`src/mips_settings.svh`:
```
//----------------------------------------
// sizes shared by the 8-bit mips core
// include in any file that needs a width
// or the pc value after reset
//----------------------------------------
`ifndef MIPS_SETTINGS_SVH
`define MIPS_SETTINGS_SVH

// data and address width in bits
`define MIPS_WIDTH 8

// eight registers, so three index bits
`define MIPS_REGBITS 3

// a 32-bit instruction arrives as four bytes
`define MIPS_INSTR_BYTES 4

`define MIPS_RESET_PC 0   // first fetch address

`endif

```
`src/mipsPkg.sv`:
```
//----------------------------------------
// types shared by the mips core modules
// import with mipsPkg::* in the module header
//----------------------------------------
`include "mips_settings.svh"

package mipsPkg;

   typedef logic [`MIPS_WIDTH-1:0]   dataT;     // data byte, also an address
   typedef logic [`MIPS_REGBITS-1:0] regIdxT;   // register number
   typedef logic [31:0]              instrT;    // assembled instruction word

   // opcode field, bits 31..26
   typedef enum logic [5:0] {
      opRtype = 6'h00,
      opJ     = 6'h02,
      opAddi  = 6'h08,
      opLb    = 6'h20,
      opSb    = 6'h28
   } opcodeT;

   // r-type funct field, bits 5..0
   typedef enum logic [5:0] {
      fnAdd = 6'h20,
      fnSub = 6'h22,
      fnAnd = 6'h24,
      fnOr  = 6'h25,
      fnSlt = 6'h2A
   } functT;

   // fetch states first so the low two bits give the byte index
   typedef enum logic [3:0] {
      sFetch1, sFetch2, sFetch3, sFetch4,
      sDecode, sMemAdr, sLbRd, sLbWr, sSbWr,
      sRtypeEx, sRtypeWr, sAddiEx, sAddiWr, sJumpEx
   } stateT;

   typedef enum logic       {srcAPc, srcARegA} srcAT;             // alu a operand
   typedef enum logic [1:0] {srcBRegB, srcBOne, srcBImm} srcBT;   // alu b operand
   typedef enum logic       {aluAdd, aluFunct} aluModeT;          // add or decode funct
   typedef enum logic       {pcFromAlu, pcFromJump} pcSrcT;       // next pc source

endpackage

```
`src/ctrlIf.sv`:
```
//----------------------------------------
// control bundle between the FSM and the
// datapath, ctrl side drives the selects
// and enables, dp side returns the opcode
//----------------------------------------
`timescale 1ns/1ps
`include "mips_settings.svh"

interface ctrlIf import mipsPkg::*; ();

   logic [`MIPS_INSTR_BYTES-1:0] irWrite;   // one-hot byte enable into the IR
   logic    pcEn;       // load pc
   logic    regWrite;   // register file write strobe
   logic    regDst;     // write register is rd instead of rt
   srcAT    srcA;
   srcBT    srcB;
   aluModeT aluMode;
   pcSrcT   pcSrc;
   logic    iOrD;       // memory address from aluOut instead of pc
   logic    memToReg;   // write back the memory data register

   opcodeT  op;         // opcode from the instruction register

   modport ctrl (
      output irWrite, pcEn, regWrite, regDst, srcA, srcB,
      output aluMode, pcSrc, iOrD, memToReg,
      input  op
   );

   modport dp (
      input  irWrite, pcEn, regWrite, regDst, srcA, srcB,
      input  aluMode, pcSrc, iOrD, memToReg,
      output op
   );

endinterface

```
`src/aluUnit.sv`:
```
//----------------------------------------
// ALU of the mips core
// add in aluAdd mode, otherwise the r-type
// funct field picks the operation
//----------------------------------------
`timescale 1ns/1ps
`include "mips_settings.svh"

module aluUnit import mipsPkg::*;
(
   input  dataT    a,
   input  dataT    b,
   input  aluModeT mode,
   input  functT   funct,
   output dataT    result
);

   dataT sum;
   dataT diff;
   dataT lessThan;

   assign sum  = a + b;   // wraps modulo 256
   assign diff = a - b;

   // slt looks only at the sign of the difference
   assign lessThan = {{(`MIPS_WIDTH-1){1'b0}}, diff[`MIPS_WIDTH-1]};

   always_comb
   begin
      if (mode == aluAdd)
         result = sum;   // address calc, addi, pc + 1
      else
      begin
         case (funct)
            fnAdd:   result = sum;
            fnSub:   result = diff;
            fnAnd:   result = a & b;
            fnOr:    result = a | b;
            fnSlt:   result = lessThan;
            default: result = '0;   // unsupported funct writes zero
         endcase
      end
   end

endmodule

```
`src/regFile.sv`:
```
//----------------------------------------
// eight-entry register file, two reads
// and one synchronous write
// register 0 is hardwired to zero
//----------------------------------------
`timescale 1ns/1ps
`include "mips_settings.svh"

module regFile import mipsPkg::*;
(
   input  logic   clk,
   input  logic   reset,
   input  logic   regWrite,
   input  regIdxT ra1,
   input  regIdxT ra2,
   input  regIdxT wa,
   input  dataT   wd,
   output dataT   rd1,
   output dataT   rd2
);

   localparam int NumRegs = 1 << `MIPS_REGBITS;

   dataT regs [NumRegs];

   always_ff @(posedge clk)
   begin
      if (!reset)
      begin
         for (int i = 0; i < NumRegs; i++)
            regs[i] <= '0;   // whole file clears
      end
      else if (regWrite)
         regs[wa] <= wd;
   end

   // combinational reads, entry 0 masked regardless of contents
   assign rd1 = (ra1 == '0) ? '0 : regs[ra1];
   assign rd2 = (ra2 == '0) ? '0 : regs[ra2];

   waKnown: assert property (@(posedge clk) disable iff (!reset)
      regWrite |-> !$isunknown(wa));

endmodule

```
`src/datapath.sv`:
```
//----------------------------------------
// datapath of the mips core
// IR, pc, mdr, operand latches, aluOut and
// the selects, steered by the FSM over ctrlIf
//----------------------------------------
`timescale 1ns/1ps
`include "mips_settings.svh"

module datapath import mipsPkg::*;
(
   input  logic clk,
   input  logic reset,
   input  dataT memData,
   output dataT adr,
   output dataT writeData,
   ctrlIf.dp    bus
);

   instrT  instr;       // four byte registers side by side
   dataT   pc;
   dataT   nextPc;
   dataT   mdr;         // memory data register
   dataT   regA;
   dataT   regB;
   dataT   aluOut;
   dataT   aluResult;
   dataT   aluA;
   dataT   aluB;
   dataT   rd1;
   dataT   rd2;
   dataT   imm;
   dataT   jumpTarget;
   dataT   writeVal;
   regIdxT rs;
   regIdxT rt;
   regIdxT rd;
   regIdxT writeReg;

   // ----------------------------------------
   // instruction fields
   // ----------------------------------------
   assign bus.op     = opcodeT'(instr[31:26]);
   assign rs         = instr[23:21];
   assign rt         = instr[18:16];
   assign rd         = instr[13:11];
   assign imm        = instr[7:0];
   assign jumpTarget = {instr[5:0], 2'b00};   // word index to byte address

   // ----------------------------------------
   // control state registers
   // ----------------------------------------
   always_ff @(posedge clk)
   begin
      if (!reset)
      begin
         instr <= '0;
         pc    <= dataT'(`MIPS_RESET_PC);
      end
      else
      begin
         for (int i = 0; i < `MIPS_INSTR_BYTES; i++)
            if (bus.irWrite[i])
               instr[i*`MIPS_WIDTH +: `MIPS_WIDTH] <= memData;   // lowest byte first
         if (bus.pcEn)
            pc <= nextPc;
      end
   end

   // payload registers load every cycle
   always_ff @(posedge clk)
   begin
      mdr    <= memData;
      regA   <= rd1;
      regB   <= rd2;
      aluOut <= aluResult;
   end

   // ----------------------------------------
   // selects
   // ----------------------------------------
   assign adr       = bus.iOrD ? aluOut : pc;
   assign writeData = regB;   // sb stores rt
   assign writeReg  = bus.regDst ? rd : rt;
   assign writeVal  = bus.memToReg ? mdr : aluOut;
   assign nextPc    = (bus.pcSrc == pcFromJump) ? jumpTarget : aluResult;
   assign aluA      = (bus.srcA == srcARegA) ? regA : pc;

   always_comb
   begin
      case (bus.srcB)
         srcBRegB: aluB = regB;
         srcBOne:  aluB = dataT'(1);   // pc step of one byte
         srcBImm:  aluB = imm;
         default:  aluB = '0;
      endcase
   end

   regFile rf0 (
      .clk      (clk),
      .reset    (reset),
      .regWrite (bus.regWrite),
      .ra1      (rs),
      .ra2      (rt),
      .wa       (writeReg),
      .wd       (writeVal),
      .rd1      (rd1),
      .rd2      (rd2)
   );

   aluUnit alu0 (
      .a      (aluA),
      .b      (aluB),
      .mode   (bus.aluMode),
      .funct  (functT'(instr[5:0])),
      .result (aluResult)
   );

   // the pc must not move while memory is addressed by aluOut
   pcNotDataCycle: assert property (@(posedge clk) disable iff (!reset)
      !(bus.pcEn && bus.iOrD));

endmodule

```
`src/mainController.sv`:
```
//----------------------------------------
// multicycle FSM of the mips core
// four fetch cycles, decode, then one to
// three execute cycles per instruction
//----------------------------------------
`timescale 1ns/1ps

module mainController import mipsPkg::*;
(
   input  logic clk,
   input  logic reset,
   output logic memWrite,
   ctrlIf.ctrl  bus
);

   stateT state;
   stateT nextState;

   // ----------------------------------------
   // state register
   // ----------------------------------------
   always_ff @(posedge clk)
   begin
      if (!reset)
         state <= sFetch1;
      else
         state <= nextState;
   end

   // next state, only decode and address look at the opcode
   always_comb
   begin
      nextState = sFetch1;
      case (state)
         sFetch1:  nextState = sFetch2;
         sFetch2:  nextState = sFetch3;
         sFetch3:  nextState = sFetch4;
         sFetch4:  nextState = sDecode;
         sDecode:
         begin
            case (bus.op)
               opAddi:     nextState = sAddiEx;
               opLb, opSb: nextState = sMemAdr;
               opRtype:    nextState = sRtypeEx;
               opJ:        nextState = sJumpEx;
               default:    nextState = sFetch1;   // unknown opcode is a no-op
            endcase
         end
         sMemAdr:  nextState = (bus.op == opLb) ? sLbRd : sSbWr;
         sLbRd:    nextState = sLbWr;
         sRtypeEx: nextState = sRtypeWr;
         sAddiEx:  nextState = sAddiWr;
         default:  nextState = sFetch1;   // write states and jump end here
      endcase
   end

   // ----------------------------------------
   // output decode
   // ----------------------------------------
   always_comb
   begin
      // everything idle unless the state asks for it
      bus.irWrite  = '0;
      bus.pcEn     = 1'b0;
      bus.regWrite = 1'b0;
      bus.regDst   = 1'b0;
      bus.srcA     = srcAPc;
      bus.srcB     = srcBRegB;
      bus.aluMode  = aluAdd;
      bus.pcSrc    = pcFromAlu;
      bus.iOrD     = 1'b0;
      bus.memToReg = 1'b0;
      memWrite     = 1'b0;
      case (state)
         sFetch1, sFetch2, sFetch3, sFetch4:
         begin
            bus.irWrite[state[1:0]] = 1'b1;   // byte n of the word
            bus.srcB = srcBOne;               // pc + 1
            bus.pcEn = 1'b1;
         end
         sMemAdr, sAddiEx:
         begin
            bus.srcA = srcARegA;   // base + imm
            bus.srcB = srcBImm;
         end
         sLbRd:
            bus.iOrD = 1'b1;   // mdr catches memData at the edge
         sLbWr:
         begin
            bus.regWrite = 1'b1;
            bus.memToReg = 1'b1;
         end
         sSbWr:
         begin
            bus.iOrD = 1'b1;
            memWrite = 1'b1;
         end
         sRtypeEx:
         begin
            bus.srcA    = srcARegA;
            bus.aluMode = aluFunct;
         end
         sRtypeWr:
         begin
            bus.regDst   = 1'b1;
            bus.regWrite = 1'b1;
         end
         sAddiWr:
            bus.regWrite = 1'b1;   // rt gets aluOut
         sJumpEx:
         begin
            bus.pcEn  = 1'b1;
            bus.pcSrc = pcFromJump;
         end
         default: ;
      endcase
   end

   // ----------------------------------------
   // checks
   // ----------------------------------------
   memWriteOnlySb: assert property (@(posedge clk) disable iff (!reset)
      memWrite |-> state == sSbWr);

   irWriteOneHot: assert property (@(posedge clk) disable iff (!reset)
      $onehot0(bus.irWrite));

   stateLegal: assert property (@(posedge clk) disable iff (!reset)
      state inside {sFetch1, sFetch2, sFetch3, sFetch4, sDecode, sMemAdr,
                    sLbRd, sLbWr, sSbWr, sRtypeEx, sRtypeWr, sAddiEx,
                    sAddiWr, sJumpEx});

endmodule

```
`src/miniMips.sv`:
```
//----------------------------------------
// top level of the 8-bit mips core
// memory is external, reads are combinational,
// writes happen on the edge with memWrite high
//----------------------------------------
`timescale 1ns/1ps

module miniMips import mipsPkg::*;
(
   input  logic clk,
   input  logic reset,       // synchronous, active low
   input  dataT memData,     // byte at adr
   output logic memWrite,
   output dataT adr,
   output dataT writeData
);

   ctrlIf bus0 ();

   // FSM, drives memWrite directly
   mainController ctrl0 (
      .clk      (clk),
      .reset    (reset),
      .memWrite (memWrite),
      .bus      (bus0)
   );

   datapath dp0 (
      .clk       (clk),
      .reset     (reset),
      .memData   (memData),
      .adr       (adr),
      .writeData (writeData),
      .bus       (bus0)
   );

endmodule

```
`config.mk`:
```
export PLATFORM = sky130hd
export DESIGN_NAME = miniMips
export DESIGN_NICKNAME = d
export VERILOG_FILES = /design/src/mipsPkg.sv /design/src/ctrlIf.sv /design/src/aluUnit.sv /design/src/regFile.sv /design/src/datapath.sv /design/src/mainController.sv /design/src/miniMips.sv
export VERILOG_INCLUDE_DIRS = /design/src
export SDC_FILE = /design/constraint.sdc
export NUM_CORES = 1
export LEC_CHECK = 0
export BUFFER_PORTS_ARGS = -buffer_cell sky130_fd_sc_hd__buf_2
export CORE_ASPECT_RATIO = 0.5
export CORE_MARGIN = 4
export CORE_UTILIZATION = 45
export DETAILED_ROUTE_END_ITERATION = 8
export SLEW_MARGIN = 10
export SYNTH_ARGS = -nofsm -noshare
export SYNTH_HDL_FRONTEND = slang
export SYNTH_HIERARCHICAL = 1
export SYNTH_SLANG_ARGS = --single-unit
```
`constraint.sdc`:
```
create_clock -name clk -period 10.8 [get_ports clk]
set_input_delay 2.16 -clock clk [delete_from_list [all_inputs] [get_ports clk]]
set_output_delay 2.16 -clock clk [all_outputs]
set_load 0.1 [all_outputs]
```
==> results of run 1 <==
## routing by layer
layer / part of all wire (%) / vias up
met3: 4.7 / 24
li1: - / 2398
met5: 0 / -
met4: 1.9 / 0
met2: 43 / 148
met1: 50 / 2464
## path summary, 6_finish.rpt
check	from	endpoint	slack [ps]
worst max-delay path	ctrl0/state[3]$_SDFF_PN0_	adr[0]	5850
worst min-delay path	dp0/pc[1]$_SDFFE_PN0P_	dp0/pc[1]$_SDFFE_PN0P_	480
worst max register to register	ctrl0/state[2]$_SDFF_PN0_	dp0/pc[7]$_SDFFE_PN0P_	6390
worst min register to register	dp0/pc[1]$_SDFFE_PN0P_	dp0/pc[1]$_SDFFE_PN0P_	480
## layout make-up
type,instances,area (sq um)
multi-input combinational,465,3780
tap,204,255
clock inverter,10,139
timing repair buffer,33,183
sequential,123,3020
fill,1371,7620
clock buffer,22,487
inverter,23,86.3
## worst max-delay path: stages, from the launching register on
cell,delay (ps)
dfxtp_1,480
nand2b_1,190
nor2_1,120
a21oi_1,50
nor2_1,800
mux2_4,310
buf_2,420
## sequential cells by signal, indices dropped and copies added, names as in the netlist
register       count
dp0/writeData      8
dp0/rf0/regs      56
dp0/pc             8
dp0/aluOut         8
dp0/instr         23
ctrl0/state        4
dp0/mdr            8
dp0/regA           8
## report_power, final
group          total [uW]  leakage, uW  internal, uW  switching (uW)
Clock                 599     0.000304           391             208
Combinational         333      0.00151           118             215
Sequential            561      0.00113           524            37.1
Total                1490      0.00294          1030             461
## cells in the mapped netlist, types with 4 or more instances
| cell type | count | share of area (%) |
|---|---|---|
| dfxtp_1 | 67 | 19 |
| mux2i_1 | 65 | 9.0 |
| and2_1 | 57 | 4.9 |
| edfxtp_1 | 56 | 23 |
| nor2b_1 | 40 | 3.5 |
| nor2_1 | 31 | 1.6 |
| mux2_4 | 29 | 6.0 |
| ha_1 | 23 | 4.0 |
| inv_1 | 23 | 1.2 |
| o21ai_0 | 23 | 1.6 |
| a221oi_1 | 19 | 2.3 |
| nand2_1 | 19 | 0.99 |
| a21oi_1 | 15 | 1.0 |
| buf_4 | 15 | 1.6 |
| mux2_2 | 14 | 2.2 |
| a211oi_1 | 13 | 1.4 |
| buf_6 | 11 | 1.7 |
| nand2b_1 | 11 | 0.95 |
| clkbuf_1 | 9 | 0.47 |
| a311oi_1 | 8 | 0.97 |
| nor2_2 | 6 | 0.52 |
| o21ai_1 | 6 | 0.42 |
| a221oi_2 | 5 | 1.0 |
| buf_2 | 5 | 0.35 |
| nand3b_1 | 5 | 0.52 |
| nand3_1 | 4 | 0.28 |
| nor3_1 | 4 | 0.28 |
| o21bai_1 | 4 | 0.42 |
| xnor2_1 | 4 | 0.48 |
## cell families (layout without fill, tap and decap cells)
family	count (synthesis)	after routing	synth area share, %
AND/OR/NAND/NOR	202	202	16.9
AO/OA/AOI/OAI	124	124	13.0
flip-flops	123	123	41.8
multiplexers	108	108	17.2
buffers and inverters	68	88	5.82
adder cells (fa/ha/maj)	25	25	4.54
XOR/XNOR	6	6	0.727
## metrics by stage
step / cells / total power [uW] / utilization [%]
final: 880 / 1490 / 51.1
after global routing: 880 / 1550 / 51.1
after CTS: 880 / 1500 / 51.1
after detailed placement: 848 / 900 / 47.1
after global placement: 848 / 899 / 47.1
after floorplan: 656 / 822 / -
==> metrics.txt, run 1 <==
Routed WL 18,400 microns; flops & latches, synth 123; maximum clock path buffer count 2; initial core utilization 46.4%; Crit Path Category flop to output port; CTS clk-pin slew, worst paths 60 ps; most frequent cells in the layout dfxtp_1 (67), mux2i_1 (65), and2_1 (57), edfxtp_1 (56), nor2b_1 (40); DR iter-0 viols 382; DR DRC count 0; Tcrit/Tclk final 45.8%; met2 usage 29.5%; gr usage total 20.0%; LEAKAGE 0.00294 uW; Worst Setup Start Kind flop; initial antenna violation count 0; core box area 15,600 sq um; Top Ports 27; # hold bufs at CTS 0; routed len/inst 20.9 microns; average size of a mapped cell 11.0 sq um; yosys warns 6; RSZ-0062 raised after global routing no; endpoints failing setup 0; number of flops mapped to enable cells by yosys 56; placement row count 32; Mapped Cells 656; Hold Crit Class flop to flop; clk_lat worst skew 410 ps; Area growth, synth to finish 10.1%; outcome complete, no violations; Cell Area, Synth 7230 sq um; Root Buffer Master clkbuf_16; critical path data arrival time 2790 ps; cts repair resizes 0; Netlist cell types 71; async set or reset register ratio after synthesis 0%; busiest grt layer met1; die area 18,300 sq um; vias in the first global route 4,782; Worst VDD drop 117 uV; hpwl dp 13,200 microns; Hold Vio Cnt, Final 0; final hold slack 484 ps; worst-margin pin slew 1180 ps; DIE WIDTH 187 microns; CP Max Fanout 9; commonest non-fill, non-tap cell in the layout dfxtp_1; met1 global-route usage 29.8%; gr ovfl total 0; GP Congestion 0.859; worst r2r path cells 15; Period minus WS final 4950 ps; Final Instance Area 7960 sq um; Post CTS Setup Buffer Count 0; 1st-pass router iterations 5; setup slack after layout 5850 ps; cell depth of the worst min-delay path 2; NumNets Final 698; Detail Route Antenna Nets 0; share of layout cells above drive strength 1 19.7%; max_slew headroom 20.6%; routing usage on met3 3.63%; I/O Buffers 26; Final Skew 10.4 ps; PD cells 188 nW/um^2; Slew Limit Fails 0; die height 97.6 microns; Fin Setup TNS 0 ps; largest net degree at the start of global routing 42; max cap viols 0; Antenna Cells 0; H-tree lvl count 4; Synthesized Nets 691; total vias in the final route 5,034; DP Area 7330 sq um; dpl ws 6260 ps; Main synth FF type dfxtp_1; DR vias/cell 5.72; CTS tree built; CTS Sinks 123; Worst EP required 8640 ps; Num CTS Buffers 17; max frequency 202 MHz; register area share after synthesis 41.8%; critical path endpoint category output port; global-route wire length before repair 28,200 microns
(Power assumes the default switching activity.)
==> inputs of run 2 (changes only) <==
Clock period 10.8 ns to 4.85 ns, I/O delays scaled along.
==> run 2 against run 1 <==
Effect of this change: clock power up 120%; sequential share of layout area down 0.11 points; clock skew down 1.9 ps; sequential power up 120%; cell count up 0.23%.
==> metrics.txt, run 2 (synthesized netlist as in run 1, its figures left out) <==
DR DRC count 0 (unchanged); NumNets Final 700 (+0.29%); CTS clk-pin slew, worst paths 60 ps (about the same); 1st-pass router iterations 5 (unchanged); gr ovfl total 0 (unchanged); largest net degree at the start of global routing 42 (unchanged); endpoints failing setup 0 (unchanged); initial core utilization 46.4% (unchanged); commonest non-fill, non-tap cell in the layout dfxtp_1; Worst Path Buf+Inv 2 (+1); I/O Buffers 26 (unchanged); Hold Vio Cnt, Final 0 (unchanged); gr usage total 20.2% (+0.15 points); critical path data arrival time 4190 ps (+1400 ps); global-route wire length before repair 28,700 microns (+1.8%); initial antenna violation count 0 (unchanged); final hold slack 482 ps (-2.25 ps); CP top delay family simple AND/OR/NAND/NOR gates; Crit Path Category flop to flop; GP Congestion 0.892 (+3.8%); CTS Sinks 123 (unchanged); placement row count 32 (unchanged); max layer used met4; max cap viols 0 (unchanged); DR iter-0 viols 359 (-6.0%); CTS tree built; maximum clock path buffer count 2 (unchanged); DP Area 7350 sq um (+0.20%); DIE WIDTH 187 microns (unchanged); Period minus WS final 3900 ps; critical path endpoint category flop; worst-margin pin slew 1130 ps (-48.8 ps); die height 97.6 microns (unchanged); die area 18,300 sq um (unchanged); max FFs per register 56 (unchanged); H-tree lvl count 4 (unchanged); Final Instance Area 7980 sq um (+0.30%); slowest CP cell or4_1; Slew Limit Fails 0 (unchanged); Worst VDD drop 251 uV (+110%); core box area 15,600 sq um (unchanged); Area growth, synth to finish 10.4%; max_slew headroom 23.8% (+3.3 points); Max stage delay on crit path 560 ps (-240 ps); RSZ-0062 raised after global routing no; Top Ports 27 (unchanged); met1 WL 9200 microns (-0.88%); CP Max Fanout 9 (unchanged); hpwl dp 13,300 microns (+0.89%); share of layout cells above drive strength 1 20.4% (+0.68 points); setup slack after layout 950 ps (-4900 ps); registers with the most flip-flops dp0/rf0/regs x56, dp0/instr x23; Worst Setup Start Kind flop; PD cells 417 nW/um^2 (+120%); Antenna Cells 0 (unchanged); Reg with most FFs dp0/rf0/regs; Tcrit/Tclk final 80.4%; Root Buffer Master clkbuf_16; vias in the first global route 4,865 (+1.7%); Tot Pwr 3330 uW (+120%); Post CTS Setup Buffer Count 0 (unchanged); LEAKAGE 0.00295 uW (+0.36%); DR vias/cell 5.62 (-1.8%); Worst EP required 5140 ps (-3500 ps); Num CTS Buffers 17 (unchanged); cts repair resizes 0 (unchanged); Final Skew 8.51 ps (-1.86 ps); total vias in the final route 4,956 (-1.5%); max frequency 256 MHz; outcome complete, no violations; clk_lat worst skew 410 ps (about the same); # hold bufs at CTS 0 (unchanged); met3 wire length 1010 microns (+18%); dpl ws 1050 ps (-5200 ps); Detail Route Antenna Nets 0 (unchanged); Hold Crit Class flop to flop; routed len/inst 21.0 microns (+0.52%); critical-path cell list nand2b_1 > nor2_1 > a21oi_1 > nor2b_1 > buf_4 > mux2i_1 > nor2_1 > inv_1 > ha_1 > o21bai_1 > a2111oi_0 > o21bai_2 > nor3b_1 > or4_1 > mux2i_1 > a21oi_1; Routed WL 18,500 microns (+0.75%); Fin Setup TNS 0 ps (unchanged); met2 wire length 7970 microns (+0.90%); most frequent cells in the layout dfxtp_1 (67), mux2i_1 (65), and2_1 (57), edfxtp_1 (56), nor2b_1 (40)
-- run 2: through the flow --
| step | util, % | instances |
|---|---|---|
| 2_1_floorplan | - | 656 |
| 5_1_grt | 51.2 | 882 |
| 4_1_cts | 51.2 | 882 |
| 3_3_place_gp | 47.2 | 850 |
| 6_report | 51.2 | 882 |
| 3_5_place_dp | 47.2 | 850 |
-- run 2: worst paths after layout --
path / slack [ps] / startpoint / depth (start not counted) / end
worst max-delay path: 950 / ctrl0/state[3]$_SDFF_PN0_ / 16 / dp0/pc[7]$_SDFFE_PN0P_
worst max register to register: 950 / ctrl0/state[3]$_SDFF_PN0_ / 16 / dp0/pc[7]$_SDFFE_PN0P_
worst min-delay path: 480 / dp0/pc[0]$_SDFFE_PN0P_ / 2 / dp0/pc[0]$_SDFFE_PN0P_
worst min register to register: 480 / dp0/pc[0]$_SDFFE_PN0P_ / 2 / dp0/pc[0]$_SDFFE_PN0P_
-- run 2: where the power goes --
| part | switching [uW] | internal [uW] | leakage, uW | total [uW] |
|---|---|---|---|---|
| combinational | 484 | 265 | 0.00152 | 749 |
| sequential | 85.2 | 1170 | 0.00113 | 1250 |
| clock | 477 | 854 | 0.000305 | 1330 |
-- run 2: final cells by class --
| type | instances | area, sq um |
|---|---|---|
| Fill cell | 1369 | 7590 |
| Multi-Input combinational cell | 465 | 3780 |
| Sequential cell | 123 | 3020 |
| Clock buffer | 21 | 505 |
| Tap cell | 204 | 255 |
| Timing Repair Buffer | 35 | 198 |
| Clock inverter | 11 | 129 |
| Inverter | 23 | 86.3 |
-- run 2: per-layer routing --
| metal | global-route usage [%] | vias to the layer above |
|---|---|---|
| met5 | 0 | - |
| met4 | 6.08 | 0 |
| met3 | 4.16 | 24 |
| met2 | 29.1 | 135 |
| met1 | 30.3 | 2404 |
| li1 | - | 2393 |
-- run 2: worst min-delay path: stages (launching register included) --
cell and delay, ps:
dfxtp_1 320, nand2b_2 60, a21boi_1 50
